==> src/hw/spi_settings.svh <==
// Opcodes, chip ID and PLL lock timing shared by the SPI subsystem, pulled in with `include
`ifndef SPI_SETTINGS_SVH
`define SPI_SETTINGS_SVH

// Register opcodes, sent as the first byte of each transaction
`define SPI_OPCODE_CHIP_ID 8'hDB
`define SPI_OPCODE_SCRATCH 8'h30
`define SPI_OPCODE_PLL_CSR 8'h40

// Fixed chip identification byte
`define SPI_CHIP_ID_VALUE 8'h81

// Width of the per-transaction byte counter
`define SPI_COUNT_WIDTH 16

// PLL lock model
// spi_clock edges from power-up until lock is reported
`define PLL_LOCK_CYCLES 20

`endif
==> src/hw/spi_pkg.sv <==
// Shared types for the SPI subsystem, imported by the FSM, register blocks and testbench
`default_nettype none

package spi_pkg;

    // Transaction phase, first byte is the opcode and the rest are operands
    typedef enum logic [1:0] {
        phase_idle    = 2'd0,
        phase_opcode  = 2'd1,
        phase_operand = 2'd2
    } spi_phase_t;

    // PLL control and status byte, seen either whole or by field
    typedef union packed {
        logic [7:0] raw;            // As shifted over SPI
        struct packed {
            logic [4:0] reserved;   // Reads as zero
            logic       locked;     // Status only
            logic       read_en;    // Image buffer read select
            logic       powerdown_n;
        } fields;
    } pll_csr_t;

endpackage

`default_nettype wire

==> src/hw/spi_top.sv <==
// Top level of the SPI control subsystem, joins the SPI pins to the counter, FSM and registers
`timescale 1ns/1ps

`include "spi_settings.svh"

`default_nettype none

module spi_top import spi_pkg::*; (
    input  logic                        spi_clock,
    input  logic                        rst_n,
    input  logic                        spi_select,    // Active low
    input  logic                        spi_mosi,
    output logic                        spi_miso,
    output logic                        pll_powerdown_n,
    output logic                        image_buffer_read_en,
    output logic [`SPI_COUNT_WIDTH-1:0] operand_count
);

    logic                        byte_done;
    logic [`SPI_COUNT_WIDTH-1:0] byte_count;
    logic [7:0]                  rx_byte;
    logic [7:0]                  opcode;
    logic [7:0]                  operand;
    logic                        operand_wr_en;
    logic                        load_response;
    logic [7:0]                  response;
    pll_csr_t                    csr;

    // Opcode byte excluded
    assign operand_count = (byte_count == '0) ? '0 : byte_count - 1'b1;

    spi_bit_counter spi_bit_counter (
        .spi_clock  (spi_clock),
        .rst_n      (rst_n),
        .spi_select (spi_select),
        .byte_done  (byte_done),
        .byte_count (byte_count)
    );

    spi_transaction_fsm spi_transaction_fsm (
        .spi_clock     (spi_clock),
        .rst_n         (rst_n),
        .spi_select    (spi_select),
        .byte_done     (byte_done),
        .rx_byte       (rx_byte),
        .opcode        (opcode),
        .operand       (operand),
        .operand_wr_en (operand_wr_en),
        .operand_rd_en (),             // No read-side consumer in this subsystem
        .load_response (load_response),
        .phase         ()
    );

    spi_shifter spi_shifter (
        .spi_clock     (spi_clock),
        .rst_n         (rst_n),
        .spi_select    (spi_select),
        .spi_mosi      (spi_mosi),
        .load_response (load_response),
        .response      (response),
        .spi_miso      (spi_miso),
        .rx_byte       (rx_byte)
    );

    spi_register_bank spi_register_bank (
        .spi_clock     (spi_clock),
        .rst_n         (rst_n),
        .opcode        (opcode),
        .operand       (operand),
        .operand_wr_en (operand_wr_en),
        .csr           (csr),
        .response      (response)
    );

    pll_csr pll_csr (
        .spi_clock            (spi_clock),
        .rst_n                (rst_n),
        .opcode               (opcode),
        .operand              (operand),
        .operand_wr_en        (operand_wr_en),
        .csr                  (csr),
        .pll_powerdown_n      (pll_powerdown_n),
        .image_buffer_read_en (image_buffer_read_en)  // Selects SPI clock for buffer reads
    );

endmodule

`default_nettype wire

==> src/hw/pll_csr.sv <==
// PLL control and status register with a lock-delay model, written over SPI at its opcode
`timescale 1ns/1ps

`include "spi_settings.svh"

`default_nettype none

module pll_csr import spi_pkg::*; (
    input  logic       spi_clock,
    input  logic       rst_n,
    input  logic [7:0] opcode,
    input  logic [7:0] operand,
    input  logic       operand_wr_en,
    output pll_csr_t   csr,
    output logic       pll_powerdown_n,
    output logic       image_buffer_read_en
);

    localparam int LOCK_WIDTH = $clog2(`PLL_LOCK_CYCLES + 1);
    localparam logic [LOCK_WIDTH-1:0] LOCK_DONE = LOCK_WIDTH'(`PLL_LOCK_CYCLES);

    pll_csr_t              wr_view;  // Incoming operand by field
    logic                  csr_write;
    logic [LOCK_WIDTH-1:0] lock_count;
    logic                  locked;

    assign wr_view   = operand;
    assign csr_write = operand_wr_en && (opcode == `SPI_OPCODE_PLL_CSR);
    assign locked    = (lock_count == LOCK_DONE);

    always_ff @(posedge spi_clock or negedge rst_n) begin
        if (!rst_n) begin
            pll_powerdown_n      <= 1'b1;  // PLL runs out of reset
            image_buffer_read_en <= 1'b0;
        end else if (csr_write) begin
            pll_powerdown_n <= wr_view.fields.powerdown_n;
            // Buffer may only move to the SPI clock while the PLL is off
            image_buffer_read_en <= wr_view.fields.read_en && !wr_view.fields.powerdown_n;
        end
    end

    // Lock timer
    // Cleared by the same write that powers down, so lock never outlives power
    always_ff @(posedge spi_clock or negedge rst_n) begin
        if (!rst_n) begin
            lock_count <= '0;
        end else if (csr_write && !wr_view.fields.powerdown_n) begin
            lock_count <= '0;
        end else if (pll_powerdown_n && !locked) begin
            lock_count <= lock_count + 1'b1;
        end
    end

    always_comb begin
        csr                    = '0;
        csr.fields.locked      = locked;
        csr.fields.read_en     = image_buffer_read_en;
        csr.fields.powerdown_n = pll_powerdown_n;
    end

    assert property (@(posedge spi_clock) disable iff (!rst_n)
        image_buffer_read_en |-> !pll_powerdown_n);

    assert property (@(posedge spi_clock) disable iff (!rst_n)
        csr.fields.locked |-> pll_powerdown_n);

endmodule

`default_nettype wire

==> src/hw/spi_register_bank.sv <==
// Chip ID and scratch registers, plus the response mux for the addressed register
`timescale 1ns/1ps

`include "spi_settings.svh"

`default_nettype none

module spi_register_bank import spi_pkg::*; (
    input  logic       spi_clock,
    input  logic       rst_n,
    input  logic [7:0] opcode,
    input  logic [7:0] operand,
    input  logic       operand_wr_en,
    input  pll_csr_t   csr,           // Status from the PLL block
    output logic [7:0] response
);

    logic [7:0] scratch;
    logic       scratch_write;

    assign scratch_write = operand_wr_en && (opcode == `SPI_OPCODE_SCRATCH);

    // Holds the last operand written, earlier bytes of a burst are overwritten
    always_ff @(posedge spi_clock or negedge rst_n) begin
        if (!rst_n) begin
            scratch <= 8'h00;
        end else if (scratch_write) begin
            scratch <= operand;
        end
    end

    // Response for the addressed register
    always_comb begin
        case (opcode)
            `SPI_OPCODE_CHIP_ID: response = `SPI_CHIP_ID_VALUE;
            `SPI_OPCODE_SCRATCH: response = scratch;
            `SPI_OPCODE_PLL_CSR: response = csr.raw;
            default:             response = 8'h00;  // Unknown opcodes read as zero
        endcase
    end

endmodule

`default_nettype wire

==> src/hw/spi_shifter.sv <==
// SPI data shifter that assembles received bytes and shifts the response out MSB first
`timescale 1ns/1ps

`default_nettype none

module spi_shifter (
    input  logic       spi_clock,
    input  logic       rst_n,
    input  logic       spi_select,
    input  logic       spi_mosi,
    input  logic       load_response,
    input  logic [7:0] response,
    output logic       spi_miso,
    output logic [7:0] rx_byte
);

    logic [6:0] rx_shift;  // First seven bits of the byte in flight
    logic [7:0] tx_shift;

    // Valid on byte_done while the last bit still sits on the pin
    assign rx_byte = {rx_shift, spi_mosi};

    assign spi_miso = tx_shift[7];

    always_ff @(posedge spi_clock or negedge rst_n) begin
        if (!rst_n) begin
            rx_shift <= 7'h00;
        end else if (!spi_select) begin
            rx_shift <= {rx_shift[5:0], spi_mosi};
        end
    end

    always_ff @(posedge spi_clock or negedge rst_n) begin
        if (!rst_n) begin
            tx_shift <= 8'h00;
        end else if (spi_select) begin
            tx_shift <= 8'h00;  // Quiet line between transactions
        end else if (load_response) begin
            tx_shift <= response;  // Bit 7 visible before the next edge
        end else begin
            tx_shift <= {tx_shift[6:0], 1'b0};
        end
    end

endmodule

`default_nettype wire

==> src/hw/spi_transaction_fsm.sv <==
// Transaction FSM that latches the opcode and issues operand strobes and response loads
`timescale 1ns/1ps

`default_nettype none

module spi_transaction_fsm import spi_pkg::*; (
    input  logic       spi_clock,
    input  logic       rst_n,
    input  logic       spi_select,
    input  logic       byte_done,
    input  logic [7:0] rx_byte,
    output logic [7:0] opcode,
    output logic [7:0] operand,
    output logic       operand_wr_en,
    output logic       operand_rd_en,
    output logic       load_response,
    output spi_phase_t phase
);

    spi_phase_t phase_next;
    logic [7:0] opcode_q;
    logic       opcode_done;
    logic       operand_done;

    assign opcode_done  = byte_done && (phase == phase_opcode);
    assign operand_done = byte_done && (phase == phase_operand);

    // The new opcode is forwarded on its own last edge so the first response
    // byte is decoded from it and not from the previous transaction
    assign opcode = opcode_done ? rx_byte : opcode_q;

    assign load_response = byte_done && (phase != phase_idle);  // Next byte goes out at once

    always_comb begin
        phase_next = phase;
        if (spi_select) begin
            phase_next = phase_idle;
        end else begin
            case (phase)
                phase_idle:    phase_next = phase_opcode;
                phase_opcode:  if (byte_done) phase_next = phase_operand;
                phase_operand: phase_next = phase_operand;  // Until deselect
                default:       phase_next = phase_idle;
            endcase
        end
    end

    always_ff @(posedge spi_clock or negedge rst_n) begin
        if (!rst_n) begin
            phase         <= phase_idle;
            opcode_q      <= 8'h00;
            operand_wr_en <= 1'b0;
            operand_rd_en <= 1'b0;
        end else begin
            phase         <= phase_next;
            operand_wr_en <= operand_done;  // Write lands one edge after the last bit
            operand_rd_en <= operand_done;
            if (opcode_done) begin
                opcode_q <= rx_byte;
            end
        end
    end

    always_ff @(posedge spi_clock or negedge rst_n) begin
        if (!rst_n) begin
            operand <= 8'h00;
        end else if (operand_done) begin
            operand <= rx_byte;
        end
    end

    // Strobe must fall inside the operand phase even when select rises after the last byte
    assert property (@(posedge spi_clock) disable iff (!rst_n)
        operand_wr_en |-> (phase == phase_operand));

endmodule

`default_nettype wire

==> src/hw/spi_bit_counter.sv <==
// Bit and byte counter for one SPI transaction, flags the last bit of every byte
`timescale 1ns/1ps

`include "spi_settings.svh"

`default_nettype none

module spi_bit_counter (
    input  logic                        spi_clock,
    input  logic                        rst_n,
    input  logic                        spi_select,   // Active low
    output logic                        byte_done,
    output logic [`SPI_COUNT_WIDTH-1:0] byte_count
);

    logic [2:0] bit_index;  // Bit about to be sampled, 0 is the MSB

    // High on the edge that samples bit 0 of a byte
    assign byte_done = !spi_select && (bit_index == 3'd7);

    always_ff @(posedge spi_clock or negedge rst_n) begin
        if (!rst_n) begin
            bit_index <= 3'd0;
        end else if (spi_select) begin
            bit_index <= 3'd0;  // Deselect drops any partial byte
        end else begin
            bit_index <= bit_index + 3'd1;  // Wraps to 0 after bit 0
        end
    end

    // Completed bytes in this transaction
    // The opcode byte is index 0
    always_ff @(posedge spi_clock or negedge rst_n) begin
        if (!rst_n) begin
            byte_count <= '0;
        end else if (spi_select) begin
            byte_count <= '0;
        end else if (byte_done && (byte_count != '1)) begin
            byte_count <= byte_count + 1'b1;  // Sticks at all ones
        end
    end

endmodule

`default_nettype wire

==> config.mk <==
export PLATFORM = sky130hd
export DESIGN_NAME = spi_top
export DESIGN_NICKNAME = d
export VERILOG_FILES = /design/src/hw/spi_pkg.sv /design/src/hw/spi_top.sv /design/src/hw/pll_csr.sv /design/src/hw/spi_register_bank.sv /design/src/hw/spi_shifter.sv /design/src/hw/spi_transaction_fsm.sv /design/src/hw/spi_bit_counter.sv
export VERILOG_INCLUDE_DIRS = /design/src /design/src/hw
export SDC_FILE = /design/constraint.sdc
export NUM_CORES = 1
export LEC_CHECK = 0
export BUFFER_PORTS_ARGS = -buffer_cell sky130_fd_sc_hd__buf_2
export CORE_MARGIN = 2
export CORE_UTILIZATION = 60
export DETAILED_ROUTE_END_ITERATION = 12
export GPL_TIMING_DRIVEN = 0
export PLACE_DENSITY = 0.84
export SLEW_MARGIN = 20
export SYNTH_ARGS = -nofsm -noshare
export SYNTH_HDL_FRONTEND = slang
export SYNTH_HIERARCHICAL = 1
export SYNTH_SLANG_ARGS = --single-unit
==> constraint.sdc <==
create_clock -name spi_clock -period 6 [get_ports spi_clock]
set_clock_uncertainty 0.05 [all_clocks]
set_input_delay 0.9 -clock spi_clock [delete_from_list [all_inputs] [get_ports spi_clock]]
set_output_delay 0.9 -clock spi_clock [all_outputs]
set_load 0.01 [all_outputs]
Word-level counts from Yosys, hierarchy flattened

Index checks and enable logic that the tools add are counted.
Widths: inputs -> output; s select.

Register bits after elaboration: 68
Output and inout bits: 19
Logic and storage cells: 56

$add $sub $neg: 4
Eq/ne operators: 9
Muxes and demuxes: 13
Reduce and logical (&&, ||, !) cells: 18

Operators with widths:

| cell                  | number |
|---|---|
| $mux 16               | 3 |
| $mux 8                | 3 |
| $pmux 8 s3            | 1 |
| $add 16x1->16 const B | 1 |
| $logic_not 16->1      | 1 |
| $ne 16x16->1 const B  | 1 |
| $sub 16x1->16 const B | 1 |
| $logic_and 1x1->1     | 10 |
| $mux 5                | 2 |
| $eq 8x6->1 const B    | 1 |
| $eq 8x7->1 const B    | 1 |
| $eq 8x8->1 const B    | 1 |
| $pmux 2 s3            | 1 |
| $reduce_bool 2->1     | 3 |
| $add 5x1->5 const B   | 1 |
| $eq 5x5->1 const B    | 1 |
| $mux 2                | 2 |
| $add 3x1->3 const B   | 1 |
| $eq 3x3->1 const B    | 1 |
| $logic_not 1->1       | 3 |
| $mux 3                | 1 |
| $ne 3x3->1 const B    | 1 |
| $eq 2x1->1 const B    | 1 |
| $eq 2x2->1 const B    | 1 |
| $logic_not 2->1       | 1 |

Depth between registers and ports, before layout

Gate-level depths: netlist of the first run.

Depth after elaboration: 8
Mapped depth: 11
Mapped depth without buffers: 11

Cells and area by module

Netlist of the first run, hierarchy kept.

By module, submodules not included:

| module              | instances | cells each | area each (um^2) | seq. area each (um^2) |
|---|---|---|---|---|
| spi_bit_counter     | 1         | 105        | 1059.8           | 475.5 |
| spi_transaction_fsm | 1         | 53         | 795.8            | 475.5 |
| spi_shifter         | 1         | 41         | 606.8            | 375.4 |
| spi_register_bank   | 1         | 35         | 478.0            | 200.2 |
| pll_csr             | 1         | 49         | 461.7            | 176.4 |
| spi_top             | 1         | 57         | 405.4            | 0.0 |

Worst setup path before layout of the first run

OpenSTA, ideal clock, no wires.

Path kind: input -> register
From: in spi_select
To: reg spi_register_bank.scratch[0]
Setup time: 0.125 ns
Arrival time: 3.350 ns
Required time: 5.825 ns
Setup slack: 2.475 ns
Stages: 9
Buffers on the path: 1
Path through: inv_2 > nand2_1 > clkinv_1 > nand2_2 > mux2_2 > or4_4 > or4_4 > buf_6 > mux2_4

Cells in the longest elaborated chain, start to end: 6

RTL lines:

| element              | RTL line                  | source |
|---|---|---|
| start, declared      | spi_top.sv:11             | `input logic spi_select,` |
| $logic_not 1->1      | --                        |  |
| $logic_and 1x1->1    | spi_bit_counter.sv:19     | `assign byte_done = !spi_select && (bit_index == 3'd7);` |
| net byte_done        | spi_top.sv:19             | `logic byte_done;` |
| $logic_and 1x1->1    | spi_transaction_fsm.sv:25 | `assign opcode_done = byte_done && (phase == phase_opcode);` |
| $mux 8               | spi_transaction_fsm.sv:30 | `assign opcode = opcode_done ? rx_byte : opcode_q;` |
| net opcode[1]        | spi_top.sv:22             | `logic [7:0] opcode;` |
| $eq 8x6->1           | --                        |  |
| $logic_and 1x1->1    | spi_register_bank.sv:21   | `` assign scratch_write = operand_wr_en && (opcode == `SPI_OPCODE_SCRATCH); `` |
| end signal, assigned | spi_register_bank.sv:28   | `scratch <= operand;` |
| end, declared        | spi_register_bank.sv:18   | `logic [7:0] scratch;` |

The timed path passes the listed nets, and every way through them passes these cells.
A chain may end at the register's enable or synchronous reset.

Worst setup path after layout of the first run

From: in spi_select
To: reg spi_shifter.tx_shift[6]

Cells in the longest elaborated chain, start to end: 8
Elaborated cells between the ends (all ways): 11

RTL lines:

| element                                  | RTL line                  | source |
|---|---|---|
| $logic_not 1->1 *                        | --                        |  |
| $logic_and 1x1->1 *                      | spi_bit_counter.sv:19     |  |
| net byte_done                            | spi_top.sv:19             |  |
| $logic_and 1x1->1 *                      | spi_transaction_fsm.sv:25 |  |
| $mux 8 *                                 | spi_transaction_fsm.sv:30 |  |
| net opcode[1]                            | spi_top.sv:22             |  |
| $eq 8x7->1, or another cell as far along | spi_register_bank.sv:34   | `case (opcode)` |
| $pmux 8 s3 *                             | spi_register_bank.sv:34   |  |
| net response[6]                          | spi_top.sv:26             | `logic [7:0] response;` |
| $mux 8 *                                 | spi_shifter.sv:38         | `end else if (load_response) begin` |
| $mux 8 *                                 | spi_shifter.sv:36         | `end else if (spi_select) begin` |
| end signal, assigned                     | spi_shifter.sv:39         | `tx_shift <= response;` |
| end signal, assigned                     | spi_shifter.sv:41         | `tx_shift <= {tx_shift[6:0], 1'b0};` |
| end, declared                            | spi_shifter.sv:18         | `logic [7:0] tx_shift;` |

The timed path passes the listed nets; every way through them passes the cells marked *.

==> results of run 1 <==
## cells in the final DEF, fill, tap and decap left out, types with 3 or more instances in the layout
master and instances:
a21oi_1 14, a21oi_2 5, a22o_1 6, buf_2 23, buf_4 11, buf_6 4, clkbuf_8 10, conb_1 5
dfrtp_1 67, ha_1 10, inv_1 13, mux2_2 24, mux2_4 10, mux2i_1 8, nand2_1 11, nand2b_1 6
nand3_1 13, nand4_1 12, nor2_1 24, nor2b_1 4, nor3_1 8, nor4_2 4, o21ai_0 7, o21ai_1 3
o31ai_1 10, or3_1 7, or4_1 7, or4_4 3, xnor2_1 3, xor2_1 8
## where the power goes
group	switching, mW	internal [mW]	leakage [nW]
logic	0.0423	0.0386	1.08
registers	0.0173	0.479	0.901
clock network	0.181	0.245	0.113
## per-stage QoR
stage | total power, mW | setup WS, ns
after floorplan | 0.5557 | 2.475
after global placement | 0.5778 | 1.741
after detailed placement | 0.5875 | 1.579
after CTS | 1.013 | 1.936
after global routing | 1.039 | 1.632
final | 1.004 | 1.900
## worst max-delay path, stage by stage
cell	delay [ns]
buf_2	0.23
inv_2	0.11
nand2_1	0.24
clkinv_1	0.28
nand2_2	0.26
mux2_2	0.40
or4_4	0.56
nor3_1	0.86
a22o_1	0.27
mux2i_1	0.07
nor2_1	0.13
## metal layers
| metal | global-route usage (%) | vias up | wire (µm) |
|---|---|---|---|
| li1 | - | 1322 | - |
| met1 | 29.63 | 1358 | 3235 |
| met2 | 37.96 | 122 | 3797 |
| met3 | 4.451 | 28 | 412 |
| met4 | 13.64 | 0 | 242 |
| met5 | 0 | - | 0 |
## sequential cells by signal, summed over array words and instances, names as in the netlist
register                           count
spi_transaction_fsm/operand            8
pll_csr/pll_powerdown_n                1
spi_bit_counter/byte_count            16
spi_transaction_fsm/operand_rd_en      1
spi_shifter/rx_shift                   7
pll_csr/lock_count                     5
spi_bit_counter/bit_index              3
spi_register_bank/scratch              8
spi_shifter/tx_shift                   8
spi_transaction_fsm/phase              2
pll_csr/image_buffer_read_en           1
spi_transaction_fsm/opcode_q           8
## cell type report
class | instances | share of cell area (%)
multi-input combinational | 240 | 44.03
sequential | 68 | 39.76
buffer | 20 | 4.061
timing repair buffer | 23 | 3.272
clock buffer | 10 | 3.214
tap | 77 | 2.249
clock inverter | 6 | 2.016
inverter | 16 | 1.402
## cells in the mapped netlist (2+ instances only)
cell	number
a21oi_1	14
a21oi_2	5
a221o_1	2
a22o_1	6
and4_1	2
buf_2	2
buf_4	10
buf_6	4
dfrtp_1	67
ha_1	10
inv_1	13
inv_2	2
mux2_2	24
mux2_4	10
mux2i_1	8
nand2_1	11
nand2_2	2
nand2b_1	6
nand3_1	13
nand4_1	12
nand4_2	2
nand4b_1	2
nand4bb_1	2
nor2_1	24
nor2b_1	4
nor3_1	8
nor4_2	4
nor4_4	2
o21ai_0	7
o21ai_1	3
o311ai_1	2
o31ai_1	10
o41ai_1	2
or3_1	7
or4_1	7
or4_4	3
xnor2_1	3
xor2_1	8
## kinds of logic (layout without fill, tap and decap cells)
group           count (synthesis)  after routing  synth area share (%)
simple gates                  120            120                 20.77
flops                          68             68                 44.73
compound gates                 52             52                 9.300
mux                            42             42                 13.14
buf+inv                        36             75                 6.145
xor+xnor                       11             11                 2.531
fa+ha+maj                      10             10                 3.286
other cells                     1              5               0.09849
## worst paths after layout
check / start / endpoint / slack [ns]
hold reg to reg: spi_bit_counter/bit_index[0] / spi_bit_counter/bit_index[0] / 0.38
max in group asynchronous: rst_n / pll_csr/pll_powerdown_n / 5.00
hold / removal: rst_n / spi_shifter/tx_shift[5] / 0.35
setup reg to reg: spi_bit_counter/bit_index[0] / spi_shifter/tx_shift[6] / 1.93
setup / recovery: spi_select / spi_shifter/tx_shift[6] / 1.90
min in group spi_clock: spi_bit_counter/bit_index[0] / spi_bit_counter/bit_index[0] / 0.38
==> results.json, run 1 <==
{
  "run_status": "finished clean",
  "period_share_pct": 68.33,
  "grt_antenna_before_repair": 0,
  "skew_pair_late_insertion_delay_ns": 0.35,
  "dr.pass1.iters": 6,
  "reg_clk_slew_reported_paths_ns": 0.08,
  "whs_ns": 0.3464,
  "critPathCaptureType": "register",
  "tns_ns": 0,
  "cell_taking_the_most_area_after_synthesis": "dfrtp_1",
  "final_period_minus_worst_setup_slack_ns": 4.100,
  "floorplan.rows": 29,
  "route.vias.total": 2830,
  "synthesized_flop_and_latch_total": 68,
  "grt_overflow_total": 0,
  "netlist_instances": 340,
  "finish.net_count": 392,
  "place.detailed.instances": 444,
  "ctsHtreeMaxLevel": 3,
  "start_kind": "input port",
  "rsz_0062_raised_after_global_routing": "false",
  "die-area_um2": 6999,
  "final_hold_viol_count": 0,
  "grt_pass1_vias": 2758,
  "die_h_um": 83.66,
  "ios": 23,
  "synth-edff-count": 0,
  "grt_start_max_net_pins": 56,
  "detail_route.iter0.violations": 290,
  "seqCellArea_um2": 1703,
  "nFillCells": 444,
  "leakage_nw": 2.091,
  "grt_first_pass_wirelength_mm": 13.05,
  "yosys_most_used_dff": "dfrtp_1",
  "cts_num_sinks": 68,
  "synth.avg_cell_area_um2": 11.20,
  "worst_ir_drop_vdd_mv": 0.2221,
  "cts_post_setup_buffers_inserted": 0,
  "worst_ep_arrival_time_ns": 4.32,
  "cts_root_buf": "clkbuf_8",
  "placed_cell_area_um2": 4059,
  "slew-limit-headroom_pct": 30.29,
  "setup_viol": 0,
  "fin_cells": 460,
  "synth.yosys.warnings": 6,
  "crit_required_ns": 6.22,
  "hold_removal_path_class": "in2async",
  "clock_tree.buffer_depth": 2,
  "n_antenna_cell": 0,
  "power_density_nw_per_um2": 234.3,
  "cts_tree": "yes",
  "kind_of_critical_path": "in2reg",
  "slew_viol_final": 0,
  "netlist-cell-type-count": 55,
  "placeableCoreArea_um2": 6241,
  "maximum_clock_frequency_ghz": 0.2439,
  "area_growth_syn_to_layout_pct": 12.49,
  "cts-resized-gates": 0,
  "final_cell_area_um2": 4283,
  "netlist_top_cells_area": "dfrtp_1 44%, mux2_2 7.1%, mux2_4 3.9%",
  "crit_path_max_fanout": 12,
  "multiInputGateArea_um2": 1886,
  "synthesis.area_um2": 3807,
  "postCtsHoldBufs": 0,
  "die_width_um": 83.66,
  "place.gp.congestion": 0.8388,
  "synth_sequential_area_ratio_pct": 44.73,
  "grt_util_all_layers_pct": 23.51,
  "routed_wire_length_per_instance_um": 16.71,
  "avgViaCountPerCell": 6.152,
  "detail-route-antenna-nets": 0,
  "postSynth.asyncResetShare_pct": 100.0,
  "worstMarginPinSlew_ns": 1.038,
  "cap_viol_max_count": 0,
  "routed_wl_mm": 7.687,
  "initial_core_util_pct": 61.01,
  "drive_gt1_share_pct": 31.07,
  "port_buffers": 22,
  "finalCoreUtilization_pct": 68.62,
  "dp_hpwl_mm": 5.052,
  "reg2regPathDepth": 11,
  "cts_made_buffers": 9,
  "netlist.area_leader.share_pct": 44.04,
  "post-route-drc-count": 0
}
Power figures use the tool's default switching activity.
==> run 2: changes to the inputs <==
==> constraint.sdc (replaced) <==
create_clock -name spi_clock -period 4 [get_ports spi_clock]
set_clock_uncertainty 0.05 [all_clocks]
set_input_delay 0.6 -clock spi_clock [delete_from_list [all_inputs] [get_ports spi_clock]]
set_output_delay 0.6 -clock spi_clock [all_outputs]
set_load 0.01 [all_outputs]
==> results.json, run 2 (synthesized netlist as in run 1, its figures left out) <==
{
  "routed_wl_mm": 7.690,
  "route.vias.total": 2806,
  "critPathMaxStageDelay_ns": 0.59,
  "power_frac_seq_pct": 49.4,
  "cts_tree": "yes",
  "cp.depth": 10,
  "placed_cell_area_um2": 4059,
  "comb_power_share_pct": 8.2,
  "fin_cells": 460,
  "avgViaCountPerCell": 6.100,
  "dr.pass1.iters": 6,
  "cells_along_the_critical_path": "ha_1, ha_1, nand2_1, clkinv_1, nand2_2, mux2_2, or4_4, or4_4, buf_6, mux2_4",
  "initial_core_util_pct": 61.01,
  "setup_viol": 0,
  "clkPwrFrac_pct": 42.3,
  "die_h_um": 83.66,
  "slew-limit-headroom_pct": 64.27,
  "floorplan.rows": 29,
  "largest_register": "spi_bit_counter/byte_count",
  "worstReg2RegStart": "spi_bit_counter/bit_index[0]",
  "period_share_pct": 95.55,
  "most-common-layout-cells": "67 x dfrtp_1, 24 x nor2_1, 24 x mux2_2, 23 x buf_2, 14 x a21oi_1",
  "reg2regPathDepth": 10,
  "ios": 23,
  "detail-route-antenna-nets": 0,
  "kind_of_cell_with_the_highest_combined_delay_on_the_critical_path": "simple AND/OR/NAND/NOR gates",
  "flip_flop_count_of_the_largest_register_after_layout": 16,
  "tns_ns": 0,
  "grt_antenna_before_repair": 0,
  "skew_pair_late_insertion_delay_ns": 0.35,
  "power.internal_mw": 1.144,
  "routed_wire_length_per_instance_um": 16.72,
  "start_kind": "register",
  "leakage_nw": 2.092,
  "crit_start": "spi_bit_counter/bit_index[0]",
  "grt_first_pass_wirelength_mm": 13.05,
  "cts_made_buffers": 9,
  "grt_pass1_vias": 2758,
  "crit_path_max_fanout": 8,
  "die-area_um2": 6999,
  "detail_route.iter0.violations": 289,
  "regToRegEndpoint": "spi_register_bank/scratch[0]",
  "place.detailed.instances": 444,
  "slew_viol_final": 0,
  "grt_start_max_net_pins": 56,
  "ctsHtreeMaxLevel": 3,
  "cts_post_setup_buffers_inserted": 0,
  "worstMarginPinSlew_ns": 0.5320,
  "mostFrequentLayoutCell": "dfrtp_1",
  "reg_clk_slew_reported_paths_ns": 0.08,
  "postCtsHoldBufs": 0,
  "worst-r2r-setup-slack_ns": 0.18,
  "rsz_0062_raised_after_global_routing": "false",
  "final_period_minus_worst_setup_slack_ns": 3.822,
  "clock_tree.buffer_depth": 2,
  "hold_removal_path_class": "in2async",
  "cts_root_buf": "clkbuf_8",
  "dp_hpwl_mm": 5.052,
  "worst_ep_arrival_time_ns": 4.01,
  "worst_ir_drop_vdd_mv": 0.3274,
  "place.gp.congestion": 0.8388,
  "switching_pwr_mw": 0.3616,
  "final_cell_area_um2": 4303,
  "final_hold_viol_count": 0,
  "kind_of_critical_path": "reg2reg",
  "die_width_um": 83.66,
  "run_status": "finished clean",
  "cp_slowest_cell": "or4_4",
  "n_antenna_cell": 0,
  "post-route-drc-count": 0,
  "area_growth_syn_to_layout_pct": 13.01,
  "grt_util_all_layers_pct": 23.51,
  "critPathCaptureType": "register",
  "maximum_clock_frequency_ghz": 0.2617,
  "crit_required_ns": 4.18,
  "cap_viol_max_count": 0,
  "drive_gt1_share_pct": 31.33,
  "grt_overflow_total": 0,
  "sw_frac_of_total_pct": 24.01,
  "crit_end": "spi_register_bank/scratch[0]",
  "critical_path_buf_inv_count": 2,
  "cts_num_sinks": 68,
  "finish.net_count": 392,
  "power_density_nw_per_um2": 350.0,
  "port_buffers": 22,
  "placeableCoreArea_um2": 6241
}
==> run 2: worst register-to-register path: stages (launching register included) <==
cell      delay (ns)
dfrtp_1         0.39
ha_1            0.20
ha_1            0.26
nand2_1         0.27
clkinv_1        0.28
nand2_2         0.26
mux2_2          0.41
or4_4           0.59
or4_4           0.54
buf_6           0.18
mux2_4          0.30
==> run 2: worst min path at each step <==
stage	endpoint	slack [ns]	depth (start not counted)
finish	spi_shifter/tx_shift[6]	0.05	1
global route	spi_shifter/tx_shift[7]	0.05	1
CTS	spi_bit_counter/byte_count[6]	0.04	1
detailed placement	spi_bit_counter/bit_index[0]	0.38	1
global placement	spi_bit_counter/bit_index[0]	0.37	1
floorplan	pll_csr/image_buffer_read_en	0.25	0
==> run 2: layout make-up <==
class / instances / area (µm²)
fill: 436 / 1938
multi-input combinational: 240 / 1906
sequential: 68 / 1703
buffer: 20 / 173.9
timing repair buffer: 23 / 140.1
clock buffer: 10 / 137.6
tap: 77 / 96.34
clock inverter: 6 / 86.33
inverter: 16 / 60.06
==> run 2: power by group through the flow <==
| stage | clock network (mW) | registers [mW] | logic [mW] |
|---|---|---|---|
| after global routing | 0.671 | 0.750 | 0.140 |
| after global placement | 0 | 0.755 | 0.112 |
| after floorplan | 0 | 0.749 | 0.0850 |
| final | 0.637 | 0.745 | 0.124 |
| after detailed placement | 0 | 0.758 | 0.123 |
| after CTS | 0.651 | 0.745 | 0.124 |
==> run 2: metal layers <==
| layer | global-route usage (%) | vias to the layer above | part of all wire, % |
|---|---|---|---|
| met5 | 0 | - | 0 |
| met4 | 13.64 | 0 | 2.7 |
| met3 | 4.451 | 29 | 5.4 |
| met2 | 37.96 | 120 | 49 |
| met1 | 29.63 | 1336 | 43 |
| li1 | - | 1321 | - |
==> run 2: timing repair <==
| item | in CTS | in global routing |
|---|---|---|
| gates resized for setup | 1 | 2 |
| endpoints found under the setup margin | 3 | 4 |
| cloned | 0 | 0 |
==> run 2: stage by stage <==
stage          utilization [%]  setup WS (ns)  power [mW]  hold slack, ns
4_1_cts                  68.70         0.1465       1.519         0.03935
3_3_place_gp             64.55        0.04134      0.8666          0.3692
6_report                 68.95         0.1782       1.506         0.04565
5_1_grt                  68.95        0.03429       1.561         0.04857
3_5_place_dp             65.04        -0.1213      0.8812          0.3813
2_1_floorplan                -         0.6154      0.8336          0.2544
